**src/hw/cpu_macros.svh**
```systemverilog
`ifndef CPU_MACROS_SVH
`define CPU_MACROS_SVH

// datapath widths
`define XLEN        64
`define INST_W      32
`define ADDR_W      64
`define REG_IDX_W   5

`define PC_START    64'h0

// major opcodes
`define OP_IMM      7'b0010011
`define OP_REG      7'b0110011
`define OP_LUI      7'b0110111
`define OP_JAL      7'b1101111
`define OP_BRANCH   7'b1100011
`define OP_LOAD     7'b0000011
`define OP_STORE    7'b0100011

// funct3 / funct7 values
`define F3_ADD      3'b000
`define F3_XOR      3'b100
`define F3_OR       3'b110
`define F3_AND      3'b111
`define F3_BEQ      3'b000
`define F3_BNE      3'b001
`define F3_WORD     3'b010
`define F3_DOUBLE   3'b011
`define F7_SUB      7'b0100000

// bus size codes
`define SIZE_WORD   2'd2
`define SIZE_DOUBLE 2'd3

`endif

```
**src/hw/cpu_pkg.sv**
```systemverilog
`default_nettype none

`include "cpu_macros.svh"

package cpu_pkg;

    typedef logic [`XLEN-1:0]      xlen_t;
    typedef logic [`ADDR_W-1:0]    addr_t;
    typedef logic [`INST_W-1:0]    inst_t;
    typedef logic [`REG_IDX_W-1:0] reg_idx_t;

    // bus access size code
    typedef logic [1:0] size_t;

    typedef enum logic [2:0] {
        ALU_ADD,
        ALU_SUB,
        ALU_AND,
        ALU_OR,
        ALU_XOR,
        // lui result is the immediate itself
        ALU_PASS_B
    } alu_op_t;

    typedef enum logic {
        FETCH,
        EXEC
    } fetch_state_t;

endpackage

`default_nettype wire

```
**src/hw/bus_arbiter.sv**
```systemverilog
`timescale 1ns/1ps
`default_nettype none

`include "cpu_macros.svh"

module bus_arbiter (
    input  wire                  inst_selfdefine,
    input  wire                  reset,
    input  wire                  f_req,
    input  wire cpu_pkg::addr_t  f_addr,
    input  wire                  d_req,
    input  wire                  d_write,
    input  wire cpu_pkg::addr_t  d_addr,
    input  wire cpu_pkg::size_t  d_size,
    input  wire cpu_pkg::xlen_t  d_wdata,
    input  wire                  mem_ready,
    input  wire cpu_pkg::xlen_t  mem_rdata,
    output logic                 f_done,
    output cpu_pkg::xlen_t       f_rdata,
    output logic                 d_done,
    output cpu_pkg::xlen_t       d_rdata,
    output logic                 mem_valid,
    output logic                 mem_write,
    output cpu_pkg::addr_t       mem_addr,
    output cpu_pkg::size_t       mem_size,
    output cpu_pkg::xlen_t       mem_wdata
);

    // both owner bits low means idle
    logic own_fetch;
    logic own_data;

    always_ff @(posedge inst_selfdefine) begin
        if (reset) begin
            own_fetch <= 1'b0;
            own_data  <= 1'b0;
        end else if (!own_fetch && !own_data) begin
            // data side has priority
            own_data  <= d_req;
            own_fetch <= f_req && !d_req;
        end else if (mem_ready) begin
            own_fetch <= 1'b0;
            own_data  <= 1'b0;
        end
    end

    assign mem_valid = own_fetch || own_data;
    assign mem_write = own_data && d_write;
    assign mem_addr  = own_data ? d_addr : f_addr;
    assign mem_size  = own_data ? d_size : `SIZE_WORD;
    assign mem_wdata = own_data ? d_wdata : '0;

    assign f_done  = own_fetch && mem_ready;
    assign d_done  = own_data && mem_ready;
    assign f_rdata = mem_rdata;
    assign d_rdata = mem_rdata;

endmodule

`default_nettype wire

```
**config.mk**
```make
export PLATFORM = sky130hd
export DESIGN_NAME = bus_arbiter
export DESIGN_NICKNAME = d
export VERILOG_FILES = /design/src/hw/cpu_pkg.sv /design/src/hw/bus_arbiter.sv
export VERILOG_INCLUDE_DIRS = /design/src /design/src/hw
export SDC_FILE = /design/constraint.sdc
export NUM_CORES = 1
export LEC_CHECK = 0
export BUFFER_PORTS_ARGS = -buffer_cell sky130_fd_sc_hd__buf_2
export CAP_MARGIN = 30
export CORE_AREA = 2 2 203 205
export DETAILED_ROUTE_END_ITERATION = 10
export DIE_AREA = 0 0 205 207
export PLACE_DENSITY = 0.31
export SYNTH_ARGS = -nofsm -noshare
export SYNTH_HDL_FRONTEND = slang
export SYNTH_SLANG_ARGS = --single-unit
```
**constraint.sdc**
```tcl
create_clock -name inst_selfdefine -period 3.05 [get_ports inst_selfdefine]
set_clock_uncertainty 0.1 [all_clocks]
set_input_delay 0.4575 -clock inst_selfdefine [delete_from_list [all_inputs] [get_ports inst_selfdefine]]
set_output_delay 0.4575 -clock inst_selfdefine [all_outputs]
set_load 0.02 [all_outputs]
```
==> results of run 1 <==
==> cell type report <==
cell class | instances | area [sq um]
clock buffer | 4 | 78.83
fill | 4760 | 36680
multi-input combinational | 140 | 1200
sequential | 2 | 43.79
tap | 532 | 665.6
timing repair buffer | 336 | 1702
==> worst max-delay path: cells and delay by family, from the launching register on <==
family / cells / cell delay, ns
buf+inv: 2 / 0.47
flops: 1 / 0.69
mux: 1 / 0.38
==> layer usage <==
metal / global-route usage / vias to the layer above / part of all wire
li1: - / 1176 / -
met1: 0.03781 / 1063 / 0.32
met2: 0.08027 / 258 / 0.48
met3: 0.02580 / 47 / 0.16
met4: 0.02754 / 2 / 0.045
met5: 0 / - / 0.0012
==> synth_stat cells <==
cell,count,share of area
a21oi_1,2,0.0044
and2_1,68,0.19
buf_2,7,0.015
buf_4,128,0.42
buf_6,1,0.0050
clkbuf_1,7,0.012
dfxtp_1,2,0.018
mux2_2,64,0.32
nand2b_1,3,0.0083
or2_2,1,0.0028
or3b_2,1,0.0039
or4b_1,1,0.0044
==> cell families after synthesis <==
kind of cell / Yosys count
flip-flops: 2
multiplexers: 64
buffers and inverters: 143
AND/OR/NAND/NOR: 74
AO/OA/AOI/OAI: 2
==> worst paths after layout <==
| kind | slack [ns] | end | cells after the start |
|---|---|---|---|
| setup / recovery | 0.64 | mem_addr[58] | 3 |
| hold / removal | 0.30 | own_data | 2 |
| setup reg to reg | 1.69 | own_fetch | 2 |
| hold reg to reg | 0.44 | own_fetch | 2 |
==> state kept, by name (all words and copies together), names as in the netlist <==
register / cells
own_fetch: 1
own_data: 1
==> power by group through the flow <==
stage                     clock network [W]  logic (W)  registers (W)
after floorplan                           0   0.000586      0.0000295
after global placement                    0   0.000588      0.0000480
after detailed placement                  0   0.000586      0.0000494
after CTS                          0.000210   0.000589      0.0000488
after global routing               0.000215   0.000624      0.0000503
final                              0.000205   0.000580      0.0000473
==> through the flow <==
step | worst slack (ns) | utilization | hold slack, ns
after floorplan | 1.449 | - | 0.3653
after CTS | 0.5642 | 0.09140 | 0.3058
after global routing | 0.5004 | 0.09140 | 0.3228
final | 0.6410 | 0.09140 | 0.3050
after global placement | 0.8498 | 0.08945 | 0.4208
after detailed placement | 0.7943 | 0.08945 | 0.4324
==> impl_metrics.env, run 1 <==
export IMPL_outcome="complete, no violations"
export IMPL_crit_required_ns=2.49
export IMPL_num_vias=2546
export IMPL_grt_max_degree=72
export IMPL_internal_power_w=0.0004775
export IMPL_cp_start_kind="flip-flop"
export IMPL_synthMuxAreaShare=0.3170
export IMPL_die_x_um=205
export IMPL_drc=0
export IMPL_clock_latency_ns=0.22
export IMPL_hold_viol=0
export IMPL_worstPathMaxFanout=71
export IMPL_slew_headroom=0.5770
export IMPL_hold_start="reset"
export IMPL_setup_violations_final=0
export IMPL_power_frac_seq=0.057
export IMPL_cp_data_arrival_time_ns=1.85
export IMPL_synth_compound_area_frac=0.004403
export IMPL_ys_warn_count=0
export IMPL_rsz0062_at_grt="false"
export IMPL_crit_start="own_data"
export IMPL_synth_cell_area_sq_um=2273
export IMPL_reg2reg_from="own_data"
export IMPL_start_util=0.05632
export IMPL_grt_pass1_wl_um=13900
export IMPL_drive_gt1_frac=0.8423
export IMPL_ctsResizeCount=0
export IMPL_tightest_slew_ns=0.6345
export IMPL_fin_nets=747
export IMPL_first_pass_iters=4
export IMPL_powerDensity_nw_per_um2=225.6
export IMPL_syn_inst=285
export IMPL_cts_hold_buffers=0
export IMPL_ys_types=12
export IMPL_crit_path_end_kind="primary output"
export IMPL_grt_overflow=0
export IMPL_avgSynthCellArea_sq_um=7.977
export IMPL_gp_congestion=0.6837
export IMPL_total_power_w=0.0008325
export IMPL_ant_nets=0
export IMPL_core_sq_um=40370
export IMPL_leakage_nw=1.923
export IMPL_p_sw_frac=0.4264
export IMPL_dieArea_sq_um=42440
export IMPL_routed_via_density=2.511
export IMPL_fin_area_sq_um=3690
export IMPL_synth_xor_area_share=0
export IMPL_final_cells=1014
export IMPL_die_h_um=207
export IMPL_final_common_cell="buf_2"
export IMPL_cts_root_buffer="clkbuf_16"
export IMPL_synth_seq_area_share=0.01761
export IMPL_clock_sinks=2
export IMPL_numCtsBuffers=3
export IMPL_combPwrFrac=0.697
export IMPL_worstPathCellList="buf_12, mux2_2, buf_2"
export IMPL_max_stage_delay_ns=0.69
export IMPL_h_tree_depth=1
export IMPL_rows=74
export IMPL_synthToLayoutAreaGrowth_pct=62.30
export IMPL_crit_path_top_delay_cell="dfxtp_4"
export IMPL_layout_common_cells="buf_2 (333), and2_1 (68), mux2_2 (64), nand2b_1 (3), clkbuf_16 (3)"
export IMPL_post_route_min_period_ns=2.409
export IMPL_grt_use_total=0.04486
export IMPL_fmax_ghz=0.4151
export IMPL_hp_class="input port to flip-flop"
export IMPL_post_cts_buffers=0
export IMPL_place_area_sq_um=3611
export IMPL_p_sw_w=0.0003549
export IMPL_finalSetupTns_ns=0
export IMPL_synth_nets=549
export IMPL_dpl_cell_count=1010
export IMPL_synth_simple_area_share=0.2064
export IMPL_antenna_found_initial=2
export IMPL_synth_top_family_by_area="buffers and inverters"
export IMPL_cts_path_max_buffers=2
export IMPL_fin_crit_sh=0.7899
export IMPL_routed_wl_um=10450
export IMPL_ys_seq_elements=2
export IMPL_grt_pass1_vias=2455
export IMPL_clk_pin_slew_worst_paths_ns=0.03
export IMPL_diodes=0
export IMPL_wl_per_cell_um=10.31
export IMPL_ios=526
export IMPL_cts_tree="yes"
export IMPL_drtIter0Drc=42
export IMPL_pwr_share_clk=0.247
export IMPL_synthAdderAreaFrac=0
export IMPL_port_buffers=333
export IMPL_vdd_drop_max_mv=0.1580
export IMPL_drv_slew=0
export IMPL_dp_hpwl_um=9227
export IMPL_max_cap_violations=0
export IMPL_critPathKind="flip-flop to primary output"
No activity file was read; power rests on OpenSTA's default activity.
==> run 2: changes to the inputs <==
PLACE_DENSITY = 0.32   (was 0.31)
clock period = 2.14 ns   (was 3.05 ns; I/O delays follow)
==> run 2 against run 1 <==
Combinational power up 53%; die area unchanged; worst setup slack worse by 0.47 ns; utilization up 0.25 points; hold slack worse by 0.14 ns; global-route usage about the same; power up 47%.
==> impl_metrics.env, run 2 (synthesis results as in run 1) <==
export IMPL_outcome="complete, no violations"
export IMPL_antenna_found_initial=0
export IMPL_final_common_cell="buf_2"
export IMPL_cts_tree="yes"
export IMPL_ios=526
export IMPL_finalSetupTns_ns=0
export IMPL_drv_slew=0
export IMPL_drc=0
export IMPL_cp_top_family="buffers and inverters"
export IMPL_crit_path_top_delay_cell="dfxtp_4"
export IMPL_routed_wl_um=10880
export IMPL_post_cts_buffers=0
export IMPL_dpl_cell_count=1020
export IMPL_final_cells=1024
export IMPL_grt_use_total=0.04499
export IMPL_cp_common_cell="buf_12"
export IMPL_critPathKind="flip-flop to primary output"
export IMPL_cp_start_kind="flip-flop"
export IMPL_wl_per_cell_um=10.63
export IMPL_gp_congestion=0.6866
export IMPL_fmax_ghz=0.5078
export IMPL_setup_violations_final=0
export IMPL_ctsResizeCount=0
export IMPL_cts_path_max_buffers=2
export IMPL_worstPathMaxFanout=22
export IMPL_reg_top3="own_data: 1 flops, own_fetch: 1 flops"
export IMPL_final_util=0.09388
export IMPL_max_stage_delay_ns=0.43
export IMPL_numCtsBuffers=3
export IMPL_cp_data_arrival_time_ns=1.55
export IMPL_hold_start="reset"
export IMPL_rows=74
export IMPL_first_pass_iters=3
export IMPL_h_tree_depth=1
export IMPL_fin_crit_sh=0.9201
export IMPL_start_util=0.05632
export IMPL_leakage_nw=1.982
export IMPL_slew_headroom=0.8367
export IMPL_worstPathCellList="buf_12, buf_12, mux2_2, buf_2"
export IMPL_grt_max_degree=57
export IMPL_rsz0062_at_grt="false"
export IMPL_diodes=0
export IMPL_grt_overflow=0
export IMPL_hold_viol=0
export IMPL_fin_nets=757
export IMPL_max_cap_violations=0
export IMPL_cts_root_buffer="clkbuf_16"
export IMPL_core_sq_um=40370
export IMPL_tightest_slew_ns=0.2447
export IMPL_grt_pass1_vias=2617
export IMPL_post_route_min_period_ns=1.969
export IMPL_clock_latency_ns=0.22
export IMPL_routed_via_density=2.537
export IMPL_crit_path_end_kind="primary output"
export IMPL_crit_start="own_data"
export IMPL_die_h_um=207
export IMPL_synthToLayoutAreaGrowth_pct=66.70
export IMPL_dieArea_sq_um=42440
export IMPL_drtIter0Drc=38
export IMPL_hp_class="input port to flip-flop"
export IMPL_clk_pin_slew_worst_paths_ns=0.03
export IMPL_layout_common_cells="buf_2 (333), and2_1 (68), mux2_2 (64), buf_4 (10)"
export IMPL_reg2reg_from="own_data"
export IMPL_powerDensity_nw_per_um2=323.4
export IMPL_drive_gt1_frac=0.8455
export IMPL_die_x_um=205
export IMPL_vdd_drop_max_mv=0.2261
export IMPL_port_buffers=333
export IMPL_clock_sinks=2
export IMPL_holdWs_ns=0.1651
export IMPL_total_power_w=0.001226
export IMPL_cp_buffers_inverters=3
export IMPL_cts_hold_buffers=0
export IMPL_num_vias=2598
export IMPL_grt_pass1_wl_um=14380
export IMPL_dp_hpwl_um=9840
export IMPL_ant_nets=0
export IMPL_crit_required_ns=1.72
[run 2: cell count changes in the layout (fill, tap and decap cells not counted)]
| cell | before | now |
|---|---|---|
| buf_4 | 2 | 10 |
| buf_12 | 1 | 3 |
[run 2: final timing paths]
path	endpoint	slack (ns)	cells after the start
max reg2reg	own_fetch	0.93	2
min	own_data	0.17	2
max	mem_addr[56]	0.17	4
min reg2reg	own_fetch	0.47	2
[run 2: metrics by stage]
stage | worst slack, ns | area, sq um
2_1_floorplan | 0.6757 | 2273
3_3_place_gp | 0.3837 | 3711
3_5_place_dp | 0.3760 | 3711
4_1_cts | 0.1415 | 3790
5_1_grt | 0.08970 | 3790
6_report | 0.1709 | 3790
[run 2: layout make-up]
class	count	area [sq um]
Clock buffer	4	78.83
Sequential cell	2	43.79
Tap cell	532	665.6
Multi-Input combinational cell	140	1200
Timing Repair Buffer	346	1802
Fill cell	4736	36580
[run 2: power by group]
group,switching (W),total [W],internal [W]
logic,0.000464,0.000886,0.000421
registers,0.00000882,0.0000491,0.0000403
clock network,0.0000455,0.000291,0.000245
total,0.000519,0.00123,0.000707
[run 2: metal layers]
layer / vias up / part of all wire / track usage
li1: 1196 / - / -
met1: 1089 / 0.30 / 0.03715
met2: 266 / 0.51 / 0.08842
met3: 47 / 0.15 / 0.01872
met4: 0 / 0.049 / 0.02406
met5: - / 0 / 0
==> run 3: changes to the inputs <==
ABC_AREA = 1   (was unset)
CORE_AREA = 2 2 206 208   (was 2 2 203 205)
DIE_AREA = 0 0 208 210   (was 0 0 205 207)
==> run 3 against run 2 <==
Largest power group unchanged; power is 4.1% higher; non-clock buffer count shrank 9; critical path type unchanged; highest routed layer is now met5; area after synthesis increased by 8.3%; largest cell class unchanged; final area increased by 0.76%; critical path depth increased by 1.
==> impl_metrics.env, run 3 <==
export IMPL_synth_nets=757
export IMPL_reg2reg_from="own_data"
export IMPL_routed_wl_um=13020
export IMPL_num_vias=3359
export IMPL_fmax_ghz=0.5622
export IMPL_drtIter0Drc=107
export IMPL_reg2reg_slack_ns=0.72
export IMPL_ys_flop_type="dfxtp_1"
export IMPL_finalSetupTns_ns=0
export IMPL_synthTopCellsByArea="buf_4 (42%), nand2_1 (40%), inv_1 (11%)"
export IMPL_gp_congestion=0.7513
export IMPL_ctsResizeCount=0
export IMPL_dieArea_sq_um=43680
export IMPL_powerDensity_nw_per_um2=334.0
export IMPL_max_cap_violations=0
export IMPL_die_h_um=210
export IMPL_yosys_area_top_type="buf_4"
export IMPL_drc=0
export IMPL_holdWs_ns=0.1648
export IMPL_cp_start_kind="flip-flop"
export IMPL_post_route_min_period_ns=1.779
export IMPL_dp_hpwl_um=11390
export IMPL_avgSynthCellArea_sq_um=4.995
export IMPL_fin_nets=949
export IMPL_antenna_found_initial=5
export IMPL_leakage_nw=2.788
export IMPL_ios=526
export IMPL_first_pass_iters=4
export IMPL_synth_edff_count=0
export IMPL_clock_latency_ns=0.23
export IMPL_final_common_cell="buf_2"
export IMPL_tightest_slew_ns=0.3668
export IMPL_clock_sinks=2
export IMPL_yosysMostFrequentCell="nand2_1"
export IMPL_fill_cells=4951
export IMPL_post_cts_buffers=0
export IMPL_wl_per_cell_um=10.64
export IMPL_fin_crit_sh=0.8311
export IMPL_core_sq_um=41480
export IMPL_worstPathCellList="inv_2, buf_12, nand2_1, nand2_1, buf_2"
export IMPL_cts_path_max_buffers=2
export IMPL_holdPathStages=2
export IMPL_ys_seq_elements=2
export IMPL_pre_cts_slack_ns=0.5808
export IMPL_grt_max_degree=70
export IMPL_fin_ws_ns=0.3614
export IMPL_worstPathMaxFanout=65
export IMPL_crit_path_end_kind="primary output"
export IMPL_rows=75
export IMPL_regToRegEndpoint="own_data"
export IMPL_cts_hold_buffers=0
export IMPL_hp_class="input port to flip-flop"
export IMPL_ff2ff_path_depth=5
export IMPL_cp_data_arrival_time_ns=1.36
export IMPL_total_power_w=0.001276
export IMPL_cp_top_family="buffers and inverters"
export IMPL_cts_tree="yes"
export IMPL_vdd_drop_max_mv=0.1592
export IMPL_synth_cell_area_sq_um=2462
export IMPL_h_tree_depth=1
export IMPL_grt_use_total=0.05482
export IMPL_reg_top3="own_data: 1 flops, own_fetch: 1 flops"
export IMPL_routed_via_density=2.744
export IMPL_drv_slew=0
export IMPL_cp_common_cell="nand2_1"
export IMPL_numCtsBuffers=3
export IMPL_drive_gt1_frac=0.5000
export IMPL_ant_nets=0
export IMPL_ys_types=10
export IMPL_setup_violations_final=0
export IMPL_grt_pass1_wl_um=17880
export IMPL_syn_inst=493
export IMPL_ys_async_sr_fraction=0
export IMPL_layout_common_cells="buf_2 (333), nand2_1 (264), inv_1 (71), clkbuf_16 (3), buf_12 (3)"
export IMPL_crit_path_top_delay_cell="dfxtp_4"
export IMPL_cp_buffers_inverters=3
export IMPL_clk_pin_slew_worst_paths_ns=0.03
export IMPL_grt_overflow=0
export IMPL_die_x_um=208
export IMPL_hold_viol=0
export IMPL_synth_common_cells="nand2_1 (264), buf_4 (137), inv_1 (71)"
export IMPL_max_stage_delay_ns=0.35
export IMPL_synth_top_cell_area_share=0.4177
export IMPL_synthToLayoutAreaGrowth_pct=55.08
export IMPL_rsz0062_at_grt="false"
export IMPL_crit_required_ns=1.72
export IMPL_whs_endpoint="own_fetch"
export IMPL_ys_warn_count=0
export IMPL_port_buffers=333
export IMPL_start_util=0.05937
export IMPL_grt_pass1_vias=3188
export IMPL_cts_root_buffer="clkbuf_16"
export IMPL_synth_seq_area_share=0.01626
export IMPL_outcome="complete, no violations"
export IMPL_critPathKind="flip-flop to primary output"
export IMPL_hold_start="reset"
export IMPL_slew_headroom=0.7555
-- run 3: cell count changes after synthesis, moves of 2 or more --
cell	before	now
clkbuf_1	7	0
nand2_1	0	264
buf_4	128	137
buf_6	1	7
nor2_1	0	2
mux2_2	64	0
inv_1	0	71
nand2b_1	3	0
and2_1	68	0
-- run 3: final cells by class --
type,count,area [sq um],share of cell area
Inverter,72,270.3,0.07077
Tap cell,539,674.4,0.1766
Clock buffer,4,78.83,0.02064
Multi-Input combinational cell,269,1015,0.2657
Timing Repair Buffer,337,1734,0.4541
Sequential cell,2,43.79,0.01147
Antenna cell,1,2.502,0.0006553
-- run 3: where the power goes --
group / internal, W / switching [W] / total [W]
clock: 0.000246 / 0.0000557 / 0.000302
sequential: 0.0000402 / 0.00000388 / 0.0000441
combinational: 0.000348 / 0.000582 / 0.000930
-- run 3: metrics by stage --
stage	instance area, sq um	utilization	instances
after floorplan	2462	-	493
after global placement	3737	0.09011	1219
after detailed placement	3737	0.09011	1219
after CTS	3816	0.09201	1223
after global routing	3819	0.09207	1224
final	3819	0.09207	1224
-- run 3: worst max-delay path by stage --
stage / from / end / slack (ns) / cells after the start
2_1_floorplan: own_data / mem_addr[13] / 0.80 / 6
3_3_place_gp: own_data / mem_addr[3] / 0.59 / 5
3_5_place_dp: own_data / mem_addr[3] / 0.58 / 5
4_1_cts: own_data / mem_addr[3] / 0.33 / 5
5_1_grt: own_data / mem_addr[3] / 0.29 / 5
6_report: own_data / mem_addr[3] / 0.36 / 5
-- run 3: metal layers --
layer	GRT usage	vias to the layer above	routed length [um]
li1	-	1642	-
met1	0.04547	1325	3908
met2	0.1017	323	6411
met3	0.02905	61	1858
met4	0.03424	8	782
met5	0	-	59
-- run 3: cells by family after synthesis --
group	count (synthesis)	share of synthesized area
simple gates	267	0.4080
buf+inv	222	0.5717
flops	2	0.01626
compound gates	2	0.004065
